--- config.mk ---
export PLATFORM = sky130hd
export DESIGN_NAME = neuronMac_flat
export DESIGN_NICKNAME = d
export VERILOG_FILES = /design/src/neuronPkg.sv /design/src/neuronStepIf.sv /design/src/neuronMac.sv /design/src/flat_wrapper.sv
export VERILOG_INCLUDE_DIRS = /design/src /design/src/src
export SDC_FILE = /design/constraint.sdc
export NUM_CORES = 1
export LEC_CHECK = 0
export BUFFER_PORTS_ARGS = -buffer_cell sky130_fd_sc_hd__buf_2
export CORE_MARGIN = 3
export CORE_UTILIZATION = 55
export DETAILED_ROUTE_END_ITERATION = 16
export GPL_ROUTABILITY_DRIVEN = 0
export PLACE_DENSITY = 0.73
export SLEW_MARGIN = 30
export SYNTH_ARGS = -nofsm -noshare
export SYNTH_HDL_FRONTEND = slang
export SYNTH_SLANG_ARGS = --single-unit
--- constraint.sdc ---
create_clock -name clk -period 22.7 [get_ports clk]
set_input_delay 5.675 -clock clk [delete_from_list [all_inputs] [get_ports clk]]
set_output_delay 5.675 -clock clk [all_outputs]
set_load 0.005 [all_outputs]
--- src/neuron_params.svh ---
`ifndef NEURON_PARAMS_SVH
`define NEURON_PARAMS_SVH

// ----------------------------------------
// vector geometry
// ----------------------------------------

`define NEURON_NUM_INPUTS 187	// samples per vector and weights in the bank
`define NEURON_INDEX_WIDTH 8	// wide enough to address the bias after the last weight

// ----------------------------------------
// arithmetic
// ----------------------------------------

`define NEURON_WORD_WIDTH 32	// samples, weights and the running sum all share this width

// the rectified output keeps only this slice of the sum
`define NEURON_OUT_MSB 28
`define NEURON_OUT_LSB 13

`endif

--- src/neuronPkg.sv ---
package neuronPkg;

`include "neuron_params.svh"

	// ----------------------------------------
	// datapath types
	// ----------------------------------------

	typedef logic signed [`NEURON_WORD_WIDTH-1:0] wordT;	// products wrap at this width
	typedef logic [`NEURON_INDEX_WIDTH-1:0] indexT;

	// ----------------------------------------
	// sequencer
	// ----------------------------------------

	typedef enum logic
	{
		SEQ_IDLE,	// waiting for the first sample of a vector
		SEQ_ACCUM	// some samples of the vector have been taken
	} seqStateT;

endpackage

--- src/neuronStepIf.sv ---
`timescale 1ns/1ps

interface neuronStepIf;
	import neuronPkg::*;

	logic accept;	// a sample is taken on this edge
	indexT index;	// position of that sample in the vector
	logic first;
	logic last;
	logic sumReady;	// accumulator holds a complete sum this cycle

	modport seq
	(
		output accept,
		output index,
		output first,
		output last,
		output sumReady
	);

	modport bank (input index);

	modport mac (input accept, input first);

	modport act (input sumReady);

endinterface

--- src/neuronMac.sv ---
`timescale 1ns/1ps

module neuronMac
(
	input logic clk,
	input logic reset,
	input neuronPkg::wordT sampleData,
	input neuronPkg::wordT weight,
	input neuronPkg::wordT bias,
	neuronStepIf.mac step,
	output neuronPkg::wordT sum
);
	import neuronPkg::*;

	wordT product;
	wordT base;

	// ----------------------------------------
	// multiply and select the addend
	// ----------------------------------------

	assign product = sampleData * weight;	// only the low word is kept so the sum wraps

	// a new vector starts from the bias instead of the old sum
	assign base = step.first ? bias : sum;

	// ----------------------------------------
	// accumulator
	// ----------------------------------------

	// the sample is registered straight into the running sum on its accept edge
	always_ff @(posedge clk)
	begin
		if (reset)
		begin
			sum <= '0;
		end
		else if (step.accept)
		begin
			sum <= base + product;
		end
	end

endmodule

--- src/flat_wrapper.sv ---
// flat-port wrapper written by rule: the top's interface ports become plain ports
module neuronMac_flat import neuronPkg::*;
  (clk, reset, sampleData, weight, bias, sum, step_accept, step_first);
  neuronStepIf step_i ();
  input logic clk;
  input logic reset;
  input neuronPkg::wordT sampleData;
  input neuronPkg::wordT weight;
  input neuronPkg::wordT bias;
  output neuronPkg::wordT sum;
  input wire logic [$bits(step_i.accept)-1:0] step_accept;
  input wire logic [$bits(step_i.first)-1:0] step_first;
  assign step_i.accept = step_accept;
  assign step_i.first = step_first;
  neuronMac u_core (.clk(clk), .reset(reset), .sampleData(sampleData), .weight(weight), .bias(bias), .step(step_i), .sum(sum));
endmodule
==> impl_results.md <==
* Final setup TNS at 0 ps
* Setup crit start kind: input port
* Post-synth top flop: dfxtp_1
* Setup bufs post-CTS at 0
* Count leader, synth: inv_1
* Initial antenna violation count at 1
* Highest metal used: met5
* Cell count after synthesis at 2,075
* Layout cells sized above 1 at 6.91%
* Max reg flops at 32
* Initial DRC count at 1,113
* Clock latency on the worst-skew pair at 290 ps
* Site Rows at 66
* Wire length per cell at 19.2 um
* Syn Nets at 2,764
* Wl on met1 at 19,000 um
* Number of flops mapped to enable cells by yosys at 0
* Chip height at 190 um
* DR vias at 14,000
* Final period util at 58.0%
* Sequential Area at 641 sq um
* Worst Hold Class: flop to flop
* Top cells by count, synth: inv_1 (520), fa_1 (438), nand2_1 (286)
* Overall routing resource usage at 28.6%
* Slowest stage delay, CP at 640 ps
* Critical path peak fanout at 18
* Area of the multi-input gates at 15,500 sq um
* Synth cell types at 58
* Filler cells at 2,944
* Max frequency at 0.0760 GHz
* GRT overflow at 0
* Max capacitance violation total at 0
* IO buf count at 131
* Register area share after synthesis at 3.46%
* Vias per std cell at 5.48
* Top cell type by total area after synthesis: fa_1
* Status: finished clean
* Fraction of registers with async set/reset at 0%
* Share of Yosys cell area claimed by the top area cell type at 47.3%
* Dpl cell area at 19,400 sq um
* DRC viols at 0
* Final Cell Area at 19,500 sq um
* Full die area at 35,900 sq um
* WP buf/inv at 6
* Worst setup path class: input port to flop
* Pre-Repair DR Iteration Count at 7
* Largest net degree at the start of global routing at 35
* CP arrival at 13,350 ps
* Met3 wire length at 3250 um
* Max Buffers Root-to-Sink at 2
* Final setup vio count at 0
* Layout Nets at 2,800
* Crit path cell chain: buf_2 -> mux2i_1 -> fa_1 -> inv_1 -> fa_1 -> inv_1 -> fa_1 -> fa_1 -> fa_1 -> fa_1 -> inv_1 -> fa_1 -> inv_1 -> fa_1 -> inv_1 -> ha_1 -> and4_1 -> nand2_1 -> o21bai_1 -> a221oi_1 -> a2111oi_1 -> o311a_1 -> or3_1 -> a311oi_1
* Clock transition at path regs at 60 ps
* Clock root cell: clkbuf_16
* Antenna Nets Post-Route at 0
* H-tree Lvls at 2
* Layout Skew at 7.22 ps
* Initial core utilization at 56.3%
* Post-DP HPWL at 39,900 um
* Sink count of the clock tree at 32
* Critical Path RT at 22,890 ps
* Synth warn at 0
* Register name with the most flops: u_core.sum
* Final wirelength at 49,100 um
* Top Family by Delay on Critical Path: adder cells
* Final Max Slew Viols at 0
* Worst slew margin at 46.2%
* Vias in the first global route at 15,500
* Mapped cell area at 18,500 sq um
* Area Overhead vs Synth at 5.53%
* Antenna Cells at 0
* Dominant cells by area after synthesis: fa_1 (47%), inv_1 (11%), ha_1 (10%)
* DIE WIDTH at 190 um
* First-pass GRT wire length at 80,500 um
* Io pins at 132
* Final Hold Fails at 0
* RSZ-0062 raised after global routing: no
* Yosys reg bits at 32
* Slowest CP cell: a221oi_1
* CTS resizes at 0
* Largest regs: u_core.sum: 32 flops
* Cts bufs inserted at 5
* Final worst path period need at 13,160 ps
* Core ar. at 32,900 sq um
* Crit end category: flop
* CTS Hold Bufs at 0
* Wire length on met2 at 24,900 um
* Synthesized area per cell at 8.93 sq um
* Measured slew at the worst slew-check pin at 806 ps
* CTS tree: built
* CP most frequent cell: fa_1
## final cells by class
class                      count  share of cell area [%]
multi-input combinational   1419                    79.5
inverter                     521                    10.0
timing repair buffer         132                    3.50
sequential                    32                    3.28
tap                          442                    2.83
clock buffer                   7                   0.781
clock inverter                 1                   0.154
## layer usage
layer	vias to the layer above	track usage [%]
met5	-	0
met4	2	9.44
met3	120	3.54
met2	544	50.1
met1	7239	37.0
li1	6091	-
## worst register-to-register path: cells and delay by family, from the launching register on
family	cells	cell delay, ps
DFF	1	420
muxes	1	140
and+or+nand+nor	3	630
buffers and inverters	5	250
adders and majority gates	9	4420
AOI/OAI and AO/OA	5	1630
## through the flow
stage | utilization (%) | hold slack (ps) | cells | setup slack [ps]
2_1_floorplan | - | 470 | 2075 | 9780
3_3_place_gp | 58.8 | 485 | 2545 | 9120
3_5_place_dp | 58.9 | 489 | 2546 | 9250
4_1_cts | 59.5 | 498 | 2554 | 9540
5_1_grt | 59.5 | 526 | 2554 | 9070
6_report | 59.5 | 497 | 2554 | 9540
## logic make-up (layout without fill, tap and decap cells)
logic type	Yosys count	after routing	synth area share [%]
muxes	45	45	2.45
DFF	32	32	3.46
xor gates and xnor gates	77	77	3.79
AOI/OAI and AO/OA	93	93	3.54
adders and majority gates	589	589	57.5
buffers and inverters	624	661	12.7
and+or+nand+nor	615	615	16.5
## worst paths after layout
kind                  start             end  slack (ps)  cells past startpoint
max reg2reg  u_core.sum[18]  u_core.sum[31]       15110                     23
max              step_first  u_core.sum[31]        9540                     24
min          u_core.sum[12]  u_core.sum[12]         500                      2
min reg2reg  u_core.sum[12]  u_core.sum[12]         500                      2
## placed cells by master (no fill, tap or decap), types with 3 or more instances in the layout
cell	Yosys	routed
o211ai_1	3	3
nand2_1	286	286
a211oi_1	4	4
fa_1	438	438
xnor2_1	55	55
or3_1	4	4
a21o_1	12	12
a311oi_1	3	3
xor2_1	20	20
and2_1	258	258
nand3_1	8	8
clkbuf_16	0	5
a21oi_1	19	19
nand4_1	4	4
nor2b_1	3	3
o22ai_1	4	4
nor2_1	28	28
o21bai_1	5	5
inv_1	520	520
mux2i_1	42	42
o21ai_0	11	11
nor3_1	11	11
a31oi_1	5	5
buf_2	1	131
dfxtp_1	32	32
mux2_2	3	3
ha_1	151	151
o21a_1	8	8
Power is left out: the tool's default activity adds up to more than one toggle a clock period on the data nets, which glitch-free logic cannot reach.
