[src/neuron_params.svh]
`ifndef NEURON_PARAMS_SVH
`define NEURON_PARAMS_SVH

// ----------------------------------------
// vector geometry
// ----------------------------------------

`define NEURON_NUM_INPUTS 187	// samples per vector and weights in the bank
`define NEURON_INDEX_WIDTH 8	// wide enough to address the bias after the last weight

// ----------------------------------------
// arithmetic
// ----------------------------------------

`define NEURON_WORD_WIDTH 32	// samples, weights and the running sum all share this width

// the rectified output keeps only this slice of the sum
`define NEURON_OUT_MSB 28
`define NEURON_OUT_LSB 13

`endif

[src/neuronPkg.sv]
package neuronPkg;

`include "neuron_params.svh"

	// ----------------------------------------
	// datapath types
	// ----------------------------------------

	typedef logic signed [`NEURON_WORD_WIDTH-1:0] wordT;	// products wrap at this width
	typedef logic [`NEURON_INDEX_WIDTH-1:0] indexT;

	// ----------------------------------------
	// sequencer
	// ----------------------------------------

	typedef enum logic
	{
		SEQ_IDLE,	// waiting for the first sample of a vector
		SEQ_ACCUM	// some samples of the vector have been taken
	} seqStateT;

endpackage

[src/neuronStepIf.sv]
`timescale 1ns/1ps

interface neuronStepIf;
	import neuronPkg::*;

	logic accept;	// a sample is taken on this edge
	indexT index;	// position of that sample in the vector
	logic first;
	logic last;
	logic sumReady;	// accumulator holds a complete sum this cycle

	modport seq
	(
		output accept,
		output index,
		output first,
		output last,
		output sumReady
	);

	modport bank (input index);

	modport mac (input accept, input first);

	modport act (input sumReady);

endinterface

[src/neuronSequencer.sv]
`timescale 1ns/1ps
`include "neuron_params.svh"

module neuronSequencer
(
	input logic clk,
	input logic reset,
	input logic sampleValid,
	neuronStepIf.seq step
);
	import neuronPkg::*;

	localparam indexT LAST_INDEX = indexT'(`NEURON_NUM_INPUTS - 1);

	seqStateT state;
	indexT count;

	// ----------------------------------------
	// step strobes
	// ----------------------------------------

	assign step.accept = sampleValid;	// every strobe is taken since there is no back-pressure
	assign step.index = count;
	assign step.first = (state == SEQ_IDLE);
	assign step.last = (count == LAST_INDEX);

	// ----------------------------------------
	// sample counter and state
	// ----------------------------------------

	always_ff @(posedge clk)
	begin
		if (reset)
		begin
			state <= SEQ_IDLE;
			count <= '0;
			step.sumReady <= 1'b0;
		end
		else
		begin
			step.sumReady <= step.accept && step.last;	// sum lands in the accumulator on this edge
			if (step.accept)
			begin
				if (step.last)
				begin
					state <= SEQ_IDLE;	// next sample may open a new vector at once
					count <= '0;
				end
				else
				begin
					state <= SEQ_ACCUM;
					count <= count + 1'b1;
				end
			end
		end
	end

	// the counter must wrap before it leaves the weight range
	indexInRange: assert property (@(posedge clk) disable iff (reset)
		step.accept |-> step.index <= LAST_INDEX)
		else $error("sample index %0d beyond the last weight", step.index);

endmodule

[src/flat_wrapper.sv]
// flat-port wrapper written by rule: the top's interface ports become plain ports
module neuronSequencer_flat import neuronPkg::*;
  (clk, reset, sampleValid, step_accept, step_index, step_first, step_last, step_sumReady);
  neuronStepIf step_i ();
  input logic clk;
  input logic reset;
  input logic sampleValid;
  output wire logic [$bits(step_i.accept)-1:0] step_accept;
  output wire logic [$bits(step_i.index)-1:0] step_index;
  output wire logic [$bits(step_i.first)-1:0] step_first;
  output wire logic [$bits(step_i.last)-1:0] step_last;
  output wire logic [$bits(step_i.sumReady)-1:0] step_sumReady;
  assign step_accept = step_i.accept;
  assign step_index = step_i.index;
  assign step_first = step_i.first;
  assign step_last = step_i.last;
  assign step_sumReady = step_i.sumReady;
  neuronSequencer u_core (.clk(clk), .reset(reset), .sampleValid(sampleValid), .step(step_i));
endmodule
[config.mk]
export PLATFORM = sky130hd
export DESIGN_NAME = neuronSequencer_flat
export DESIGN_NICKNAME = d
export VERILOG_FILES = /design/src/neuronPkg.sv /design/src/neuronStepIf.sv /design/src/neuronSequencer.sv /design/src/flat_wrapper.sv
export VERILOG_INCLUDE_DIRS = /design/src /design/src/src
export SDC_FILE = /design/constraint.sdc
export NUM_CORES = 1
export LEC_CHECK = 0
export BUFFER_PORTS_ARGS = -buffer_cell sky130_fd_sc_hd__buf_2
export CAP_MARGIN = 30
export CORE_AREA = 2 2 39 41
export CTS_BUF_LIST = sky130_fd_sc_hd__clkbuf_8
export CTS_CLUSTER_DIAMETER = 30
export DETAILED_ROUTE_END_ITERATION = 12
export DIE_AREA = 0 0 41 43
export PLACE_DENSITY = 0.64
export SYNTH_ARGS = -nofsm -noshare
export SYNTH_HDL_FRONTEND = slang
export SYNTH_SLANG_ARGS = --single-unit
[constraint.sdc]
create_clock -name clk -period 2.35 [get_ports clk]
set_clock_uncertainty 0.2 [all_clocks]
set_input_delay 0.47 -clock clk [delete_from_list [all_inputs] [get_ports clk]]
set_output_delay 0.47 -clock clk [all_outputs]
set_load 0.1 [all_outputs]
==> results.md, run 1 <==
* Maximum clock frequency at about 450 MHz
* Placed wire-length estimate at between 600 and 700 um
* Leakage at approximately 0.00025 uW
* Delay-heaviest family, CP: buffers and inverters
* Final Wtd Congestion at 0.621
* Count of hold buffers inserted by post-cts repair at 0
* Full die area at approximately 1800 um2
* Crit path capture type: primary output
* Global Route Usage Sum at 0.134
* Number of antenna-violating nets in the routed design at 0
* Initial antenna violation count at 0
* GRT Residual Overflow at 0
* Critical path class: flip-flop to primary output
* Finish-stage setup viols at 0
* X dimension of the die at between 40 and 50 um
* Die height at 43 um
* Via total after detailed routing at approximately 390
* Fraction of the cycle the final worst path needs at 0.945
* Synth Cell Area at approximately 450 um2
* Clock edge transition at the registers on the reported setup and hold paths at 0.05 ns
* Share of cells above drive strength 1 at 0.431
* Number of DRC markers after the initial detailed-route iteration at 7
* Cell count after synthesis at 49
* Category of the worst setup path launch point: flip-flop
* Final-report max-slew violation count at 0
* Run status: complete, no violations
* Storage cell area at ~210 um2
* Critical path's slowest cell: sky130_fd_sc_hd__buf_2
* Initial Utilization at 0.327
* Longest Clk Path Bufs at 2
* Count of cells resized by post-cts repair at 0
* First-pass GRT wire length at about 1.4 mm
* Clock latency reported for the late side of the worst-skew pair at 0.24 ns
* VDD IR max at 0.000560 V
* Layout fillers at 149
* Transition time of the tightest slew-check pin at 0.488 ns
* Number of warnings issued by yosys at 0
* Final cell utilization of the core at 0.431
* Total area of multi-input combinational cells at around 230 um2
* Buf/Inv on CP at 2
* Cells along the critical path: inv_1 > ha_1 > nand4bb_1 > nor2_4 > buf_2
* Number of register bits inferred by synthesis at 10
* Per-instance average area after synthesis at 9.24 um2
* Cell Rows at 14
* Worst stage delay on the critical path at 0.42 ns
* DR DRC count at 0
* Total clock buffers created by CTS at 3
* Worst path arrival time at 1.55 ns
* Routed vias/inst at approximately 4.8
* Post-CTS repair timing setup buffer count at 0
* Syn_nets at 54
* Setup Total Neg Slack at 0 ns
* CTS Root Cell: sky130_fd_sc_hd__clkbuf_8
* Initial DRT Pass Iterations at 4
* Maximum fanout along the worst path at 5
* Area growth from synthesis to layout at 31.8%
* Nets at 71
* Distinct cells, synth at 20
* Maximum number of pins on one net before global-route repair at 11
* Required time reported for the critical path endpoint at around 1.7 ns
* Power density over cell area at 783 nW/um2
* Sink Count at 10
* Post-Route WL at slightly below 900 um
* Setup repair after global routing missed its margin: false
* Via count of the first global-routing pass at 348
* Hold slack final at 0.215 ns
* Proportion of synthesized chip area in sequential cells at 0.442
* Post-DR wirelength/cell at between 10 and 15 um
* Leading cell types in the layout, fill and taps excluded: sky130_fd_sc_hd__buf_2, sky130_fd_sc_hd__nor2_1, sky130_fd_sc_hd__dfxtp_2
* Worst-case headroom to the max-slew limit at 0.677
* Hold crit path type: input port to flip-flop
* Antenna diode instance count at 0
* Number of primary I/O pins at 15
* Hold violation total from the final report at 0
* TritonCTS clock tree: done
* MaxCap Viol Count at 0
* Level count of the clock H-tree at 1
* Final worst path period need at approximately 2.2 ns
* Placeable core region at 1380 um2
* Most common cell after layout, fill and taps aside: sky130_fd_sc_hd__buf_2
* Port Buf Inserts at 14
## metal layers
layer  up-vias  wire (um)  global-route usage
met5         -          0                   0
met4         0         22               0.100
met3         2         60              0.0942
met2        13        365               0.169
met1       172        440               0.148
li1        202          -                   -
## report_power, final
| part | switching [uW] | leakage, uW | total, uW | internal [uW] |
|---|---|---|---|---|
| logic | 56.9 | 0.000139 | 69.3 | 12.4 |
| clock network | 69.0 | 0.0000288 | 216 | 147 |
| registers | 6.25 | 0.0000844 | 182 | 176 |
| total | 132 | 0.000252 | 467 | 335 |
## state kept, by name (all words and copies together) (netlist names)
signal,count
u_core.step.index,8
u_core.state,1
u_core.step.sumReady,1
## through the flow
| stage | cell area, um2 | std cells | worst slack (ns) | total power (uW) |
|---|---|---|---|---|
| final | 597 | 81 | 0.129 | 467 |
| after detailed placement | 542 | 77 | 0.379 | 254 |
| after floorplan | 470 | 49 | 0.00582 | 246 |
| after global routing | 597 | 81 | 0.0441 | 491 |
| after global placement | 542 | 77 | 0.390 | 254 |
| after CTS | 597 | 81 | 0.124 | 474 |
## final timing paths
path / cells after the start / from / slack (ns) / endpoint
worst max-delay path: 5 / u_core.step.index[0] / 0.13 / step_last
worst min-delay path: 2 / reset / 0.21 / u_core.step.sumReady
worst max register to register: 5 / u_core.step.index[0] / 0.74 / u_core.step.index[1]
worst min register to register: 2 / u_core.state / 0.26 / u_core.state
## cell usage after synthesis
library cell	n	area, um2
sky130_fd_sc_hd__dfxtp_1	10	200
sky130_fd_sc_hd__nor2_1	8	30.0
sky130_fd_sc_hd__nand4_1	3	18.8
sky130_fd_sc_hd__o21ai_0	3	15.0
sky130_fd_sc_hd__or3_1	3	18.8
sky130_fd_sc_hd__xor2_1	3	26.3
sky130_fd_sc_hd__a21oi_1	2	10.0
sky130_fd_sc_hd__ha_1	2	25.0
sky130_fd_sc_hd__inv_1	2	7.51
sky130_fd_sc_hd__nand2_1	2	7.51
sky130_fd_sc_hd__nand3_1	2	10.0
sky130_fd_sc_hd__a211oi_1	1	7.51
sky130_fd_sc_hd__a21oi_2	1	8.76
sky130_fd_sc_hd__buf_4	1	7.51
sky130_fd_sc_hd__buf_6	1	11.3
sky130_fd_sc_hd__nand4_2	1	12.5
sky130_fd_sc_hd__nand4bb_1	1	11.3
sky130_fd_sc_hd__nor3_1	1	5.00
sky130_fd_sc_hd__o21bai_2	1	11.3
sky130_fd_sc_hd__xnor2_1	1	8.76
## worst reg2reg max path, cell delays in order (launching register included)
cell and delay, ns:
sky130_fd_sc_hd__dfxtp_2 0.34, sky130_fd_sc_hd__inv_1 0.06, sky130_fd_sc_hd__ha_1 0.13, sky130_fd_sc_hd__nand4bb_1 0.22
sky130_fd_sc_hd__o21bai_2 0.44, sky130_fd_sc_hd__a211oi_1 0.09
## area by class of cell
class	count	area share
Timing Repair Buffer	14	0.117
Tap cell	16	0.0335
Sequential cell	10	0.352
Multi-Input combinational cell	35	0.392
Clock buffer	4	0.0922
Inverter	2	0.0126
## cell families after synthesis
family / after synthesis / share of synthesized area
AO/OA/AOI/OAI: 8 / 0.116
XOR/XNOR: 4 / 0.0774
adder cells (fa/ha/maj): 2 / 0.0552
buffers and inverters: 4 / 0.0580
flip-flops: 10 / 0.442
AND/OR/NAND/NOR: 21 / 0.251
Note: power is estimated with default switching activity, not from simulation.
==> inputs of run 2 (changes only) <==
--- a/config.mk
+++ b/config.mk
@@ -6,6 +6,7 @@
 export SDC_FILE = /design/constraint.sdc
 export NUM_CORES = 1
 export LEC_CHECK = 0
+export ABC_AREA = 1
 export BUFFER_PORTS_ARGS = -buffer_cell sky130_fd_sc_hd__buf_2
 export CAP_MARGIN = 30
 export CORE_AREA = 2 2 39 41
@@ -13,7 +14,7 @@
 export CTS_CLUSTER_DIAMETER = 30
 export DETAILED_ROUTE_END_ITERATION = 12
 export DIE_AREA = 0 0 41 43
-export PLACE_DENSITY = 0.64
+export PLACE_DENSITY = 0.71
 export SYNTH_ARGS = -nofsm -noshare
 export SYNTH_HDL_FRONTEND = slang
 export SYNTH_SLANG_ARGS = --single-unit
==> run 2 against run 1 <==
Register-to-register slack improved by 0.28 ns. Count of clock-buffer cells in the layout down 1. First-iteration DRC count decreased by 43%. Sequential power fell by 3%. Flip-flop and latch count unchanged.
==> results.md, run 2 <==
* Run status: complete, no violations (unchanged)
* Distinct cells, synth at 17 (was 20)
* Transition time of the tightest slew-check pin at 0.492 ns (was 0.488 ns)
* Number of DRC markers after the initial detailed-route iteration at 4 (was 7)
* Cell count after synthesis at 76 (was 49)
* Hold path endpoint: u_core.step.index[6] (was u_core.step.sumReady)
* Hold crit path type: input port to flip-flop (unchanged)
* Category of the worst setup path launch point: flip-flop (unchanged)
* VDD IR max at 0.000208 V (was 0.000560 V)
* Via count of the first global-routing pass at 416 (was 348)
* Buf/Inv on CP at 2 (unchanged)
* Port Buf Inserts at 14 (unchanged)
* Final-report max-slew violation count at 0 (unchanged)
* Maximum fanout along the worst path at 4 (was 5)
* Total clock buffers created by CTS at 3 (unchanged)
* Initial antenna violation count at 0 (unchanged)
* Power density over cell area at 595 nW/um2 (was 783 nW/um2)
* Final worst path period need at 2.14 ns (was 2.22 ns)
* Reg2reg start: u_core.step.index[0] (unchanged)
* Number of warnings issued by yosys at 0 (unchanged)
* CTS Root Cell: sky130_fd_sc_hd__clkbuf_8 (unchanged)
* Proportion of synthesized chip area in sequential cells at 0.367 (was 0.442)
* Most common cell after layout, fill and taps aside: sky130_fd_sc_hd__nand2_1 (was sky130_fd_sc_hd__buf_2)
* Sink Count at 10 (unchanged)
* Final cell utilization of the core at 0.527 (was 0.431)
* Synth top cells by count: sky130_fd_sc_hd__nand2_1, sky130_fd_sc_hd__nor2_1, sky130_fd_sc_hd__dfxtp_1, sky130_fd_sc_hd__inv_1, sky130_fd_sc_hd__nor2_2 (was sky130_fd_sc_hd__dfxtp_1, sky130_fd_sc_hd__nor2_1)
* Multiplexer share of the synthesized area at 0 (unchanged)
* Number of register bits inferred by synthesis at 10 (unchanged)
* Finish-stage setup viols at 0 (unchanged)
* Register-to-register setup slack at 1.02 ns (was 0.74 ns)
* Leading cell types by total area after synthesis: sky130_fd_sc_hd__dfxtp_1, sky130_fd_sc_hd__nand2_1, sky130_fd_sc_hd__nor2_1 (was sky130_fd_sc_hd__dfxtp_1, sky130_fd_sc_hd__nor2_1, sky130_fd_sc_hd__xor2_1)
* Commonest register cell after synthesis: sky130_fd_sc_hd__dfxtp_1 (unchanged)
* Delay-heaviest family, CP: buffers and inverters (unchanged)
* Clock edge transition at the registers on the reported setup and hold paths at 0.05 ns (about the same)
* Post-synth EDFFs at 0 (unchanged)
* DR DRC count at 0 (unchanged)
* Worst path arrival time at 1.47 ns (was 1.55 ns)
* Hold slack final at 0.209 ns (was 0.215 ns)
* Crit path setup slack, layout at 0.214 ns (was 0.129 ns)
* Synthesized-area fraction occupied by adder cells at 0.0459 (was 0.0552)
* Clock latency reported for the late side of the worst-skew pair at 0.23 ns (was 0.24 ns)
* Combinational family with the most area after synthesis: simple AND/OR/NAND/NOR gates (unchanged)
* Simple-gate portion of the synthesized area at 0.422 (was 0.251)
* Count of cells along the worst hold path at 2 (unchanged)
* Initial DRT Pass Iterations at 4 (unchanged)
* R2R depth at 7 (was 5)
* Post-Route WL at 1.04 mm (was 889 um)
* Share of cells above drive strength 1 at 0.413 (was 0.431)
* Cell Rows at 14 (unchanged)
* Register ranked first by flip-flop count: u_core.step.index (unchanged)
* Setup slack at placement at 0.467 ns (was 0.379 ns)
* Fraction of the cycle the final worst path needs at 0.909 (was 0.945)
* Maximum number of pins on one net before global-route repair at 10 (was 11)
* Fraction of the mapped netlist area in compound gates at 0.0459 (was 0.116)
* Startpoint of the lowest-slack hold path: reset (unchanged)
* Proportion of synthesized flip-flops having asynchronous set or reset at 0 (unchanged)
* Via total after detailed routing at 503 (was 389)
* Number of flip-flops under the largest register name at 8 (unchanged)
* Setup repair after global routing missed its margin: false (unchanged)
* Full die area at 1760 um2 (unchanged)
* Routed vias/inst at 4.66 (was 4.80)
* Nets at 98 (was 71)
* Count of hold buffers inserted by post-cts repair at 0 (unchanged)
* Leakage at 0.000348 uW (was 0.000252 uW)
* Area leader, netlist: sky130_fd_sc_hd__dfxtp_1 (unchanged)
* Count of cells resized by post-cts repair at 0 (unchanged)
* Fraction of synthesized cell area in xor and xnor cells at 0.0161 (was 0.0773)
* Worst-case headroom to the max-slew limit at 0.674 (was 0.677)
* Largest registers: u_core.step.index: 8 flops, u_core.state: 1 flops, u_core.step.sumReady: 1 flops (unchanged)
* Setup Total Neg Slack at 0 ns (unchanged)
* Per-instance average area after synthesis at 7.18 um2 (was 9.24 um2)
* Level count of the clock H-tree at 1 (unchanged)
* Area growth from synthesis to layout at 33.7% (was 31.8%)
* Initial Utilization at 0.394 (was 0.327)
* Antenna diode instance count at 0 (unchanged)
* Crit path capture type: primary output (unchanged)
* Finished layout cell area at 729 um2 (was 597 um2)
* Critical path's slowest cell: sky130_fd_sc_hd__buf_2 (unchanged)
* GRT Residual Overflow at 0 (unchanged)
* Post-DR wirelength/cell at 9.59 um (was 11.0 um)
* First-pass GRT wire length at 1.75 mm (was 1.45 mm)
* Critical R2R Capture: u_core.step.index[1] (unchanged)
* Worst stage delay on the critical path at 0.46 ns (was 0.42 ns)
* Maximum clock frequency at 468 MHz (was 450 MHz)
* Placed wire-length estimate at 836 um (was 624 um)
* Synth top area share at 0.367 (was 0.442)
* Global Route Usage Sum at 0.148 (was 0.134)
* Critical path class: flip-flop to primary output (unchanged)
* Number of antenna-violating nets in the routed design at 0 (unchanged)
* MaxCap Viol Count at 0 (unchanged)
* Required time reported for the critical path endpoint at 1.68 ns (about the same)
* Post-placement cell area at 684 um2 (was 542 um2)
* Final Wtd Congestion at 0.804 (was 0.621)
* Longest Clk Path Bufs at 2 (unchanged)
* Placeable core region at 1380 um2 (unchanged)
* Die height at 43 um (unchanged)
* Post-CTS repair timing setup buffer count at 0 (unchanged)
* TritonCTS clock tree: done (unchanged)
* Syn_nets at 81 (was 54)
* X dimension of the die at 41 um (unchanged)
* Number of primary I/O pins at 15 (unchanged)
* Synth Cell Area at 546 um2 (was 453 um2)
* Leading cell types in the layout, fill and taps excluded: sky130_fd_sc_hd__nand2_1, sky130_fd_sc_hd__buf_2, sky130_fd_sc_hd__nor2_1 (was sky130_fd_sc_hd__buf_2, sky130_fd_sc_hd__nor2_1, sky130_fd_sc_hd__dfxtp_2)
* Cells along the critical path: inv_1 > nand2_1 > nor4_4 > buf_2 (was inv_1 > ha_1 > nand4bb_1 > nor2_4 > buf_2)
* Most used standard cell by instance count after synthesis: sky130_fd_sc_hd__nand2_1 (was sky130_fd_sc_hd__dfxtp_1)
* Hold violation total from the final report at 0 (unchanged)
## run 2: cell types whose count changed after synthesis, sizes merged, moves of 3 or more
cell   delta
or3       -3
nor2      +9
nand2    +24
xor2      -3
inv       +8
nand4     -4
a21oi     -3
## run 2: kinds of logic (layout without fill, tap and decap cells)
kind of cell / after synthesis / after routing
AO/OA/AOI/OAI: 4 / 4
XOR/XNOR: 1 / 1
adder cells (fa/ha/maj): 2 / 2
buffers and inverters: 12 / 28
flip-flops: 10 / 10
AND/OR/NAND/NOR: 47 / 47
## run 2: final cells by class
cell class	instances	area, um2
clock buffers	3	41.3
clock inverters	1	3.75
fillers	129	654
inverters	10	37.5
multi-input cells	54	329
flip-flops and latches	10	228
well taps	16	20.0
repair buffers	14	70.1
## run 2: routing by layer
| metal | GRT usage | vias up | routed length (um) |
|---|---|---|---|
| met5 | 0 | - | 0 |
| met4 | 0.0600 | 0 | 14 |
| met3 | 0.0628 | 2 | 34 |
| met2 | 0.219 | 11 | 530 |
| met1 | 0.183 | 230 | 456 |
| li1 | - | 260 | - |
## run 2: through the flow
stage / cells / power [uW]
2_1_floorplan: 76 / 247
3_3_place_gp: 104 / 256
3_5_place_dp: 104 / 256
4_1_cts: 108 / 442
5_1_grt: 108 / 459
6_report: 108 / 434
## run 2: worst reg2reg max path, delay by kind of cell (launching register included)
family	cells	cell delay, ns
buf+inv	1	0.08
fa+ha+maj	1	0.14
flops	1	0.35
simple gates	5	0.46
## run 2: worst max path at each step
stage	slack (ns)	from	cells past startpoint	endpoint
3_5_place_dp	0.47	u_core.step.index[2]	4	step_last
4_1_cts	0.21	u_core.step.index[2]	4	step_last
6_report	0.21	u_core.step.index[2]	4	step_last
2_1_floorplan	-0.1	u_core.step.index[1]	3	step_last
5_1_grt	0.12	u_core.step.index[2]	4	step_last
3_3_place_gp	0.47	u_core.step.index[2]	4	step_last
## run 2: power by group
part	switching, uW	total [uW]	internal, uW
Clock	67.5	182	115
Combinational	60.8	75.8	15.0
Sequential	6.25	176	170
Total	134	434	300
==> inputs of run 3 (changes only) <==
--- a/config.mk
+++ b/config.mk
@@ -9,12 +9,13 @@
 export ABC_AREA = 1
 export BUFFER_PORTS_ARGS = -buffer_cell sky130_fd_sc_hd__buf_2
 export CAP_MARGIN = 30
-export CORE_AREA = 2 2 39 41
+export CELL_PAD_IN_SITES_DETAIL_PLACEMENT = 1
+export CELL_PAD_IN_SITES_GLOBAL_PLACEMENT = 1
+export CORE_UTILIZATION = 39
 export CTS_BUF_LIST = sky130_fd_sc_hd__clkbuf_8
 export CTS_CLUSTER_DIAMETER = 30
 export DETAILED_ROUTE_END_ITERATION = 12
-export DIE_AREA = 0 0 41 43
-export PLACE_DENSITY = 0.71
+export PLACE_DENSITY = 0.9
 export SYNTH_ARGS = -nofsm -noshare
 export SYNTH_HDL_FRONTEND = slang
 export SYNTH_SLANG_ARGS = --single-unit
==> constraint.sdc (replaced) <==
create_clock -name clk -period 2.35 [get_ports clk]
set_clock_uncertainty 0.2 [all_clocks]
set_input_delay 0.1175 -clock clk [delete_from_list [all_inputs] [get_ports clk]]
set_output_delay 0.1175 -clock clk [all_outputs]
set_load 0.1 [all_outputs]
==> run 3 against run 2 <==
Utilization is 0.36 points higher. Maximum frequency is 18% higher. Count of clock-buffer cells in the layout stayed put. Die area is 12% lower. Critical path depth stayed put. Sequential power is 3% higher. Setup slack better by 0.33 ns. First-iteration DRC count is 25% lower. Combinational power is 0.9% lower. Non-clock buffer count is 1 higher. Register-to-register slack worse by 0.04 ns. Clock power is 3% lower. Critical path type unchanged. Largest power group is now registers. Highest routed layer unchanged.
==> results.md, run 3 (synthesis gave the netlist of run 2 again) <==
* Post-placement cell area at 639 um2 (was 684 um2)
* Fraction of the cycle the final worst path needs at 0.769 (was 0.909)
* Number of antenna-violating nets in the routed design at 0 (unchanged)
* Count of cells resized by post-cts repair at 0 (unchanged)
* Initial Utilization at 0.419 (was 0.394)
* Setup Total Neg Slack at 0 ns (unchanged)
* Most common cell after layout, fill and taps aside: sky130_fd_sc_hd__nand2_1 (unchanged)
* Largest registers: u_core.step.index: 8 flops, u_core.state: 1 flops, u_core.step.sumReady: 1 flops (unchanged)
* Finish-stage setup viols at 0 (unchanged)
* Final worst path period need at 1.81 ns (was 2.14 ns)
* Sink Count at 10 (unchanged)
* Post-Route WL at 1.28 mm (was 1.04 mm)
* Hold crit path type: input port to flip-flop (unchanged)
* GR peak layer: met2 (unchanged)
* DR DRC count at 0 (unchanged)
* Maximum fanout along the worst path at 4 (unchanged)
* Maximum clock frequency at 554 MHz (was 468 MHz)
* Required time reported for the critical path endpoint at 2.03 ns (was 1.68 ns)
* Placeable core region at 1300 um2 (was 1380 um2)
* Leading cell types in the layout, fill and taps excluded: sky130_fd_sc_hd__nand2_1, sky130_fd_sc_hd__buf_2, sky130_fd_sc_hd__nor2_1 (unchanged)
* CTS Root Cell: sky130_fd_sc_hd__clkbuf_8 (unchanged)
* Setup repair after global routing missed its margin: false (unchanged)
* Transition time of the tightest slew-check pin at 0.488 ns (was 0.492 ns)
* Post-DR wirelength/cell at 12.0 um (was 9.59 um)
* MaxCap Viol Count at 0 (unchanged)
* Met1 capacity usage during global routing at 0.241 (was 0.183)
* Worst-case headroom to the max-slew limit at 0.677 (was 0.674)
* Hold violation total from the final report at 0 (unchanged)
* Global Route Usage Sum at 0.213 (was 0.148)
* Die height at 39.4 um (was 43 um)
* Clock latency reported for the late side of the worst-skew pair at 0.23 ns (about the same)
* Placed cell count at 103 (was 104)
* Finished layout cell area at 691 um2 (was 729 um2)
* Level count of the clock H-tree at 1 (unchanged)
* Total clock buffers created by CTS at 3 (unchanged)
* Layout fillers at 169 (was 129)
* Placed wire-length estimate at 912 um (was 836 um)
* Full die area at 1550 um2 (was 1760 um2)
* Final Wtd Congestion at 0.735 (was 0.804)
* GRT Residual Overflow at 0 (unchanged)
* Met3 Use GR at 0.0511 (was 0.0628)
* Run status: complete, no violations (unchanged)
* Category of the worst setup path launch point: flip-flop (unchanged)
* Number of DRC markers after the initial detailed-route iteration at 3 (was 4)
* Clock edge transition at the registers on the reported setup and hold paths at 0.05 ns (about the same)
* Number of flip-flops under the largest register name at 8 (unchanged)
* Initial DRT Pass Iterations at 3 (was 4)
* Final cell utilization of the core at 0.531 (was 0.527)
* Routing usage on met2 at 0.352 (was 0.219)
* Non-filler instance count after layout at 107 (was 108)
* Number of primary I/O pins at 15 (unchanged)
* First-pass GRT wire length at 2.13 mm (was 1.75 mm)
* Longest Clk Path Bufs at 2 (unchanged)
* TritonCTS clock tree: done (unchanged)
* Crit path capture type: primary output (unchanged)
* X dimension of the die at 39.4 um (was 41 um)
* Share of cells above drive strength 1 at 0.380 (was 0.413)
* Storage cell area at 209 um2 (was 228 um2)
* Maximum number of pins on one net before global-route repair at 10 (unchanged)
* Cell Rows at 13 (was 14)
* Worst path arrival time at 1.49 ns (was 1.47 ns)
* Final-report max-slew violation count at 0 (unchanged)
* Critical path class: flip-flop to primary output (unchanged)
* Antenna diode instance count at 0 (unchanged)
* Initial antenna violation count at 0 (unchanged)
* Power density over cell area at 629 nW/um2 (was 595 nW/um2)
* Leakage at 0.000318 uW (was 0.000348 uW)
* VDD IR max at 0.000412 V (was 0.000208 V)
* Register ranked first by flip-flop count: u_core.step.index (unchanged)
* Total area of multi-input combinational cells at 304 um2 (was 329 um2)
* Via count of the first global-routing pass at 488 (was 416)
* Nets at 99 (was 98)
* Area growth from synthesis to layout at 26.6% (was 33.7%)
* Port Buf Inserts at 14 (unchanged)
* Via total after detailed routing at 503 (unchanged)
* Routed vias/inst at 4.70 (was 4.66)
[run 3: per-layer routing]
metal	vias up	share of wire
met3	5	0.024
met4	0	0.027
met5	-	0
met2	9	0.49
met1	227	0.46
li1	262	-
[run 3: final timing paths]
| kind | start | endpoint | slack [ns] | cells past startpoint |
|---|---|---|---|---|
| setup / recovery | u_core.step.index[2] | step_last | 0.54 | 4 |
| hold / removal | sampleValid | u_core.state | 0.07 | 3 |
| setup reg to reg | u_core.step.index[0] | u_core.step.index[4] | 0.98 | 7 |
| hold reg to reg | u_core.state | u_core.state | 0.28 | 2 |
[run 3: critical path: stages, from the launching register on]
cell and delay [ns]:
sky130_fd_sc_hd__dfxtp_2 0.34, sky130_fd_sc_hd__inv_1 0.11, sky130_fd_sc_hd__nand2_1 0.13, sky130_fd_sc_hd__nor4_4 0.21
sky130_fd_sc_hd__buf_2 0.46
[run 3: per-stage QoR]
stage	setup WS [ns]	total power, uW	hold WS [ns]
final	0.543	434	0.0652
after global routing	0.497	447	0.108
after CTS	0.539	437	0.0643
after detailed placement	0.822	259	0.118
after global placement	0.818	258	0.110
after floorplan	0.0140	249	-0.0110
[run 3: where the power goes]
part	switching [uW]	internal, uW	total, uW
Combinational	60.9	14.2	75.1
Clock	65.4	112	177
Sequential	5.53	176	182
Total	132	302	434
[run 3: area by class of cell]
cell class | count | share of cell area
timing repair buffer | 15 | 0.116
multi-input combinational | 54 | 0.440
tap | 15 | 0.0272
inverter | 10 | 0.0543
clock buffer | 3 | 0.0598
sequential | 10 | 0.303
[run 3: what timing repair did]
item,4_1_cts,5_1_grt
hold buffers,1,0
endpoints found under the hold margin,2,0
buffers inserted,0,0
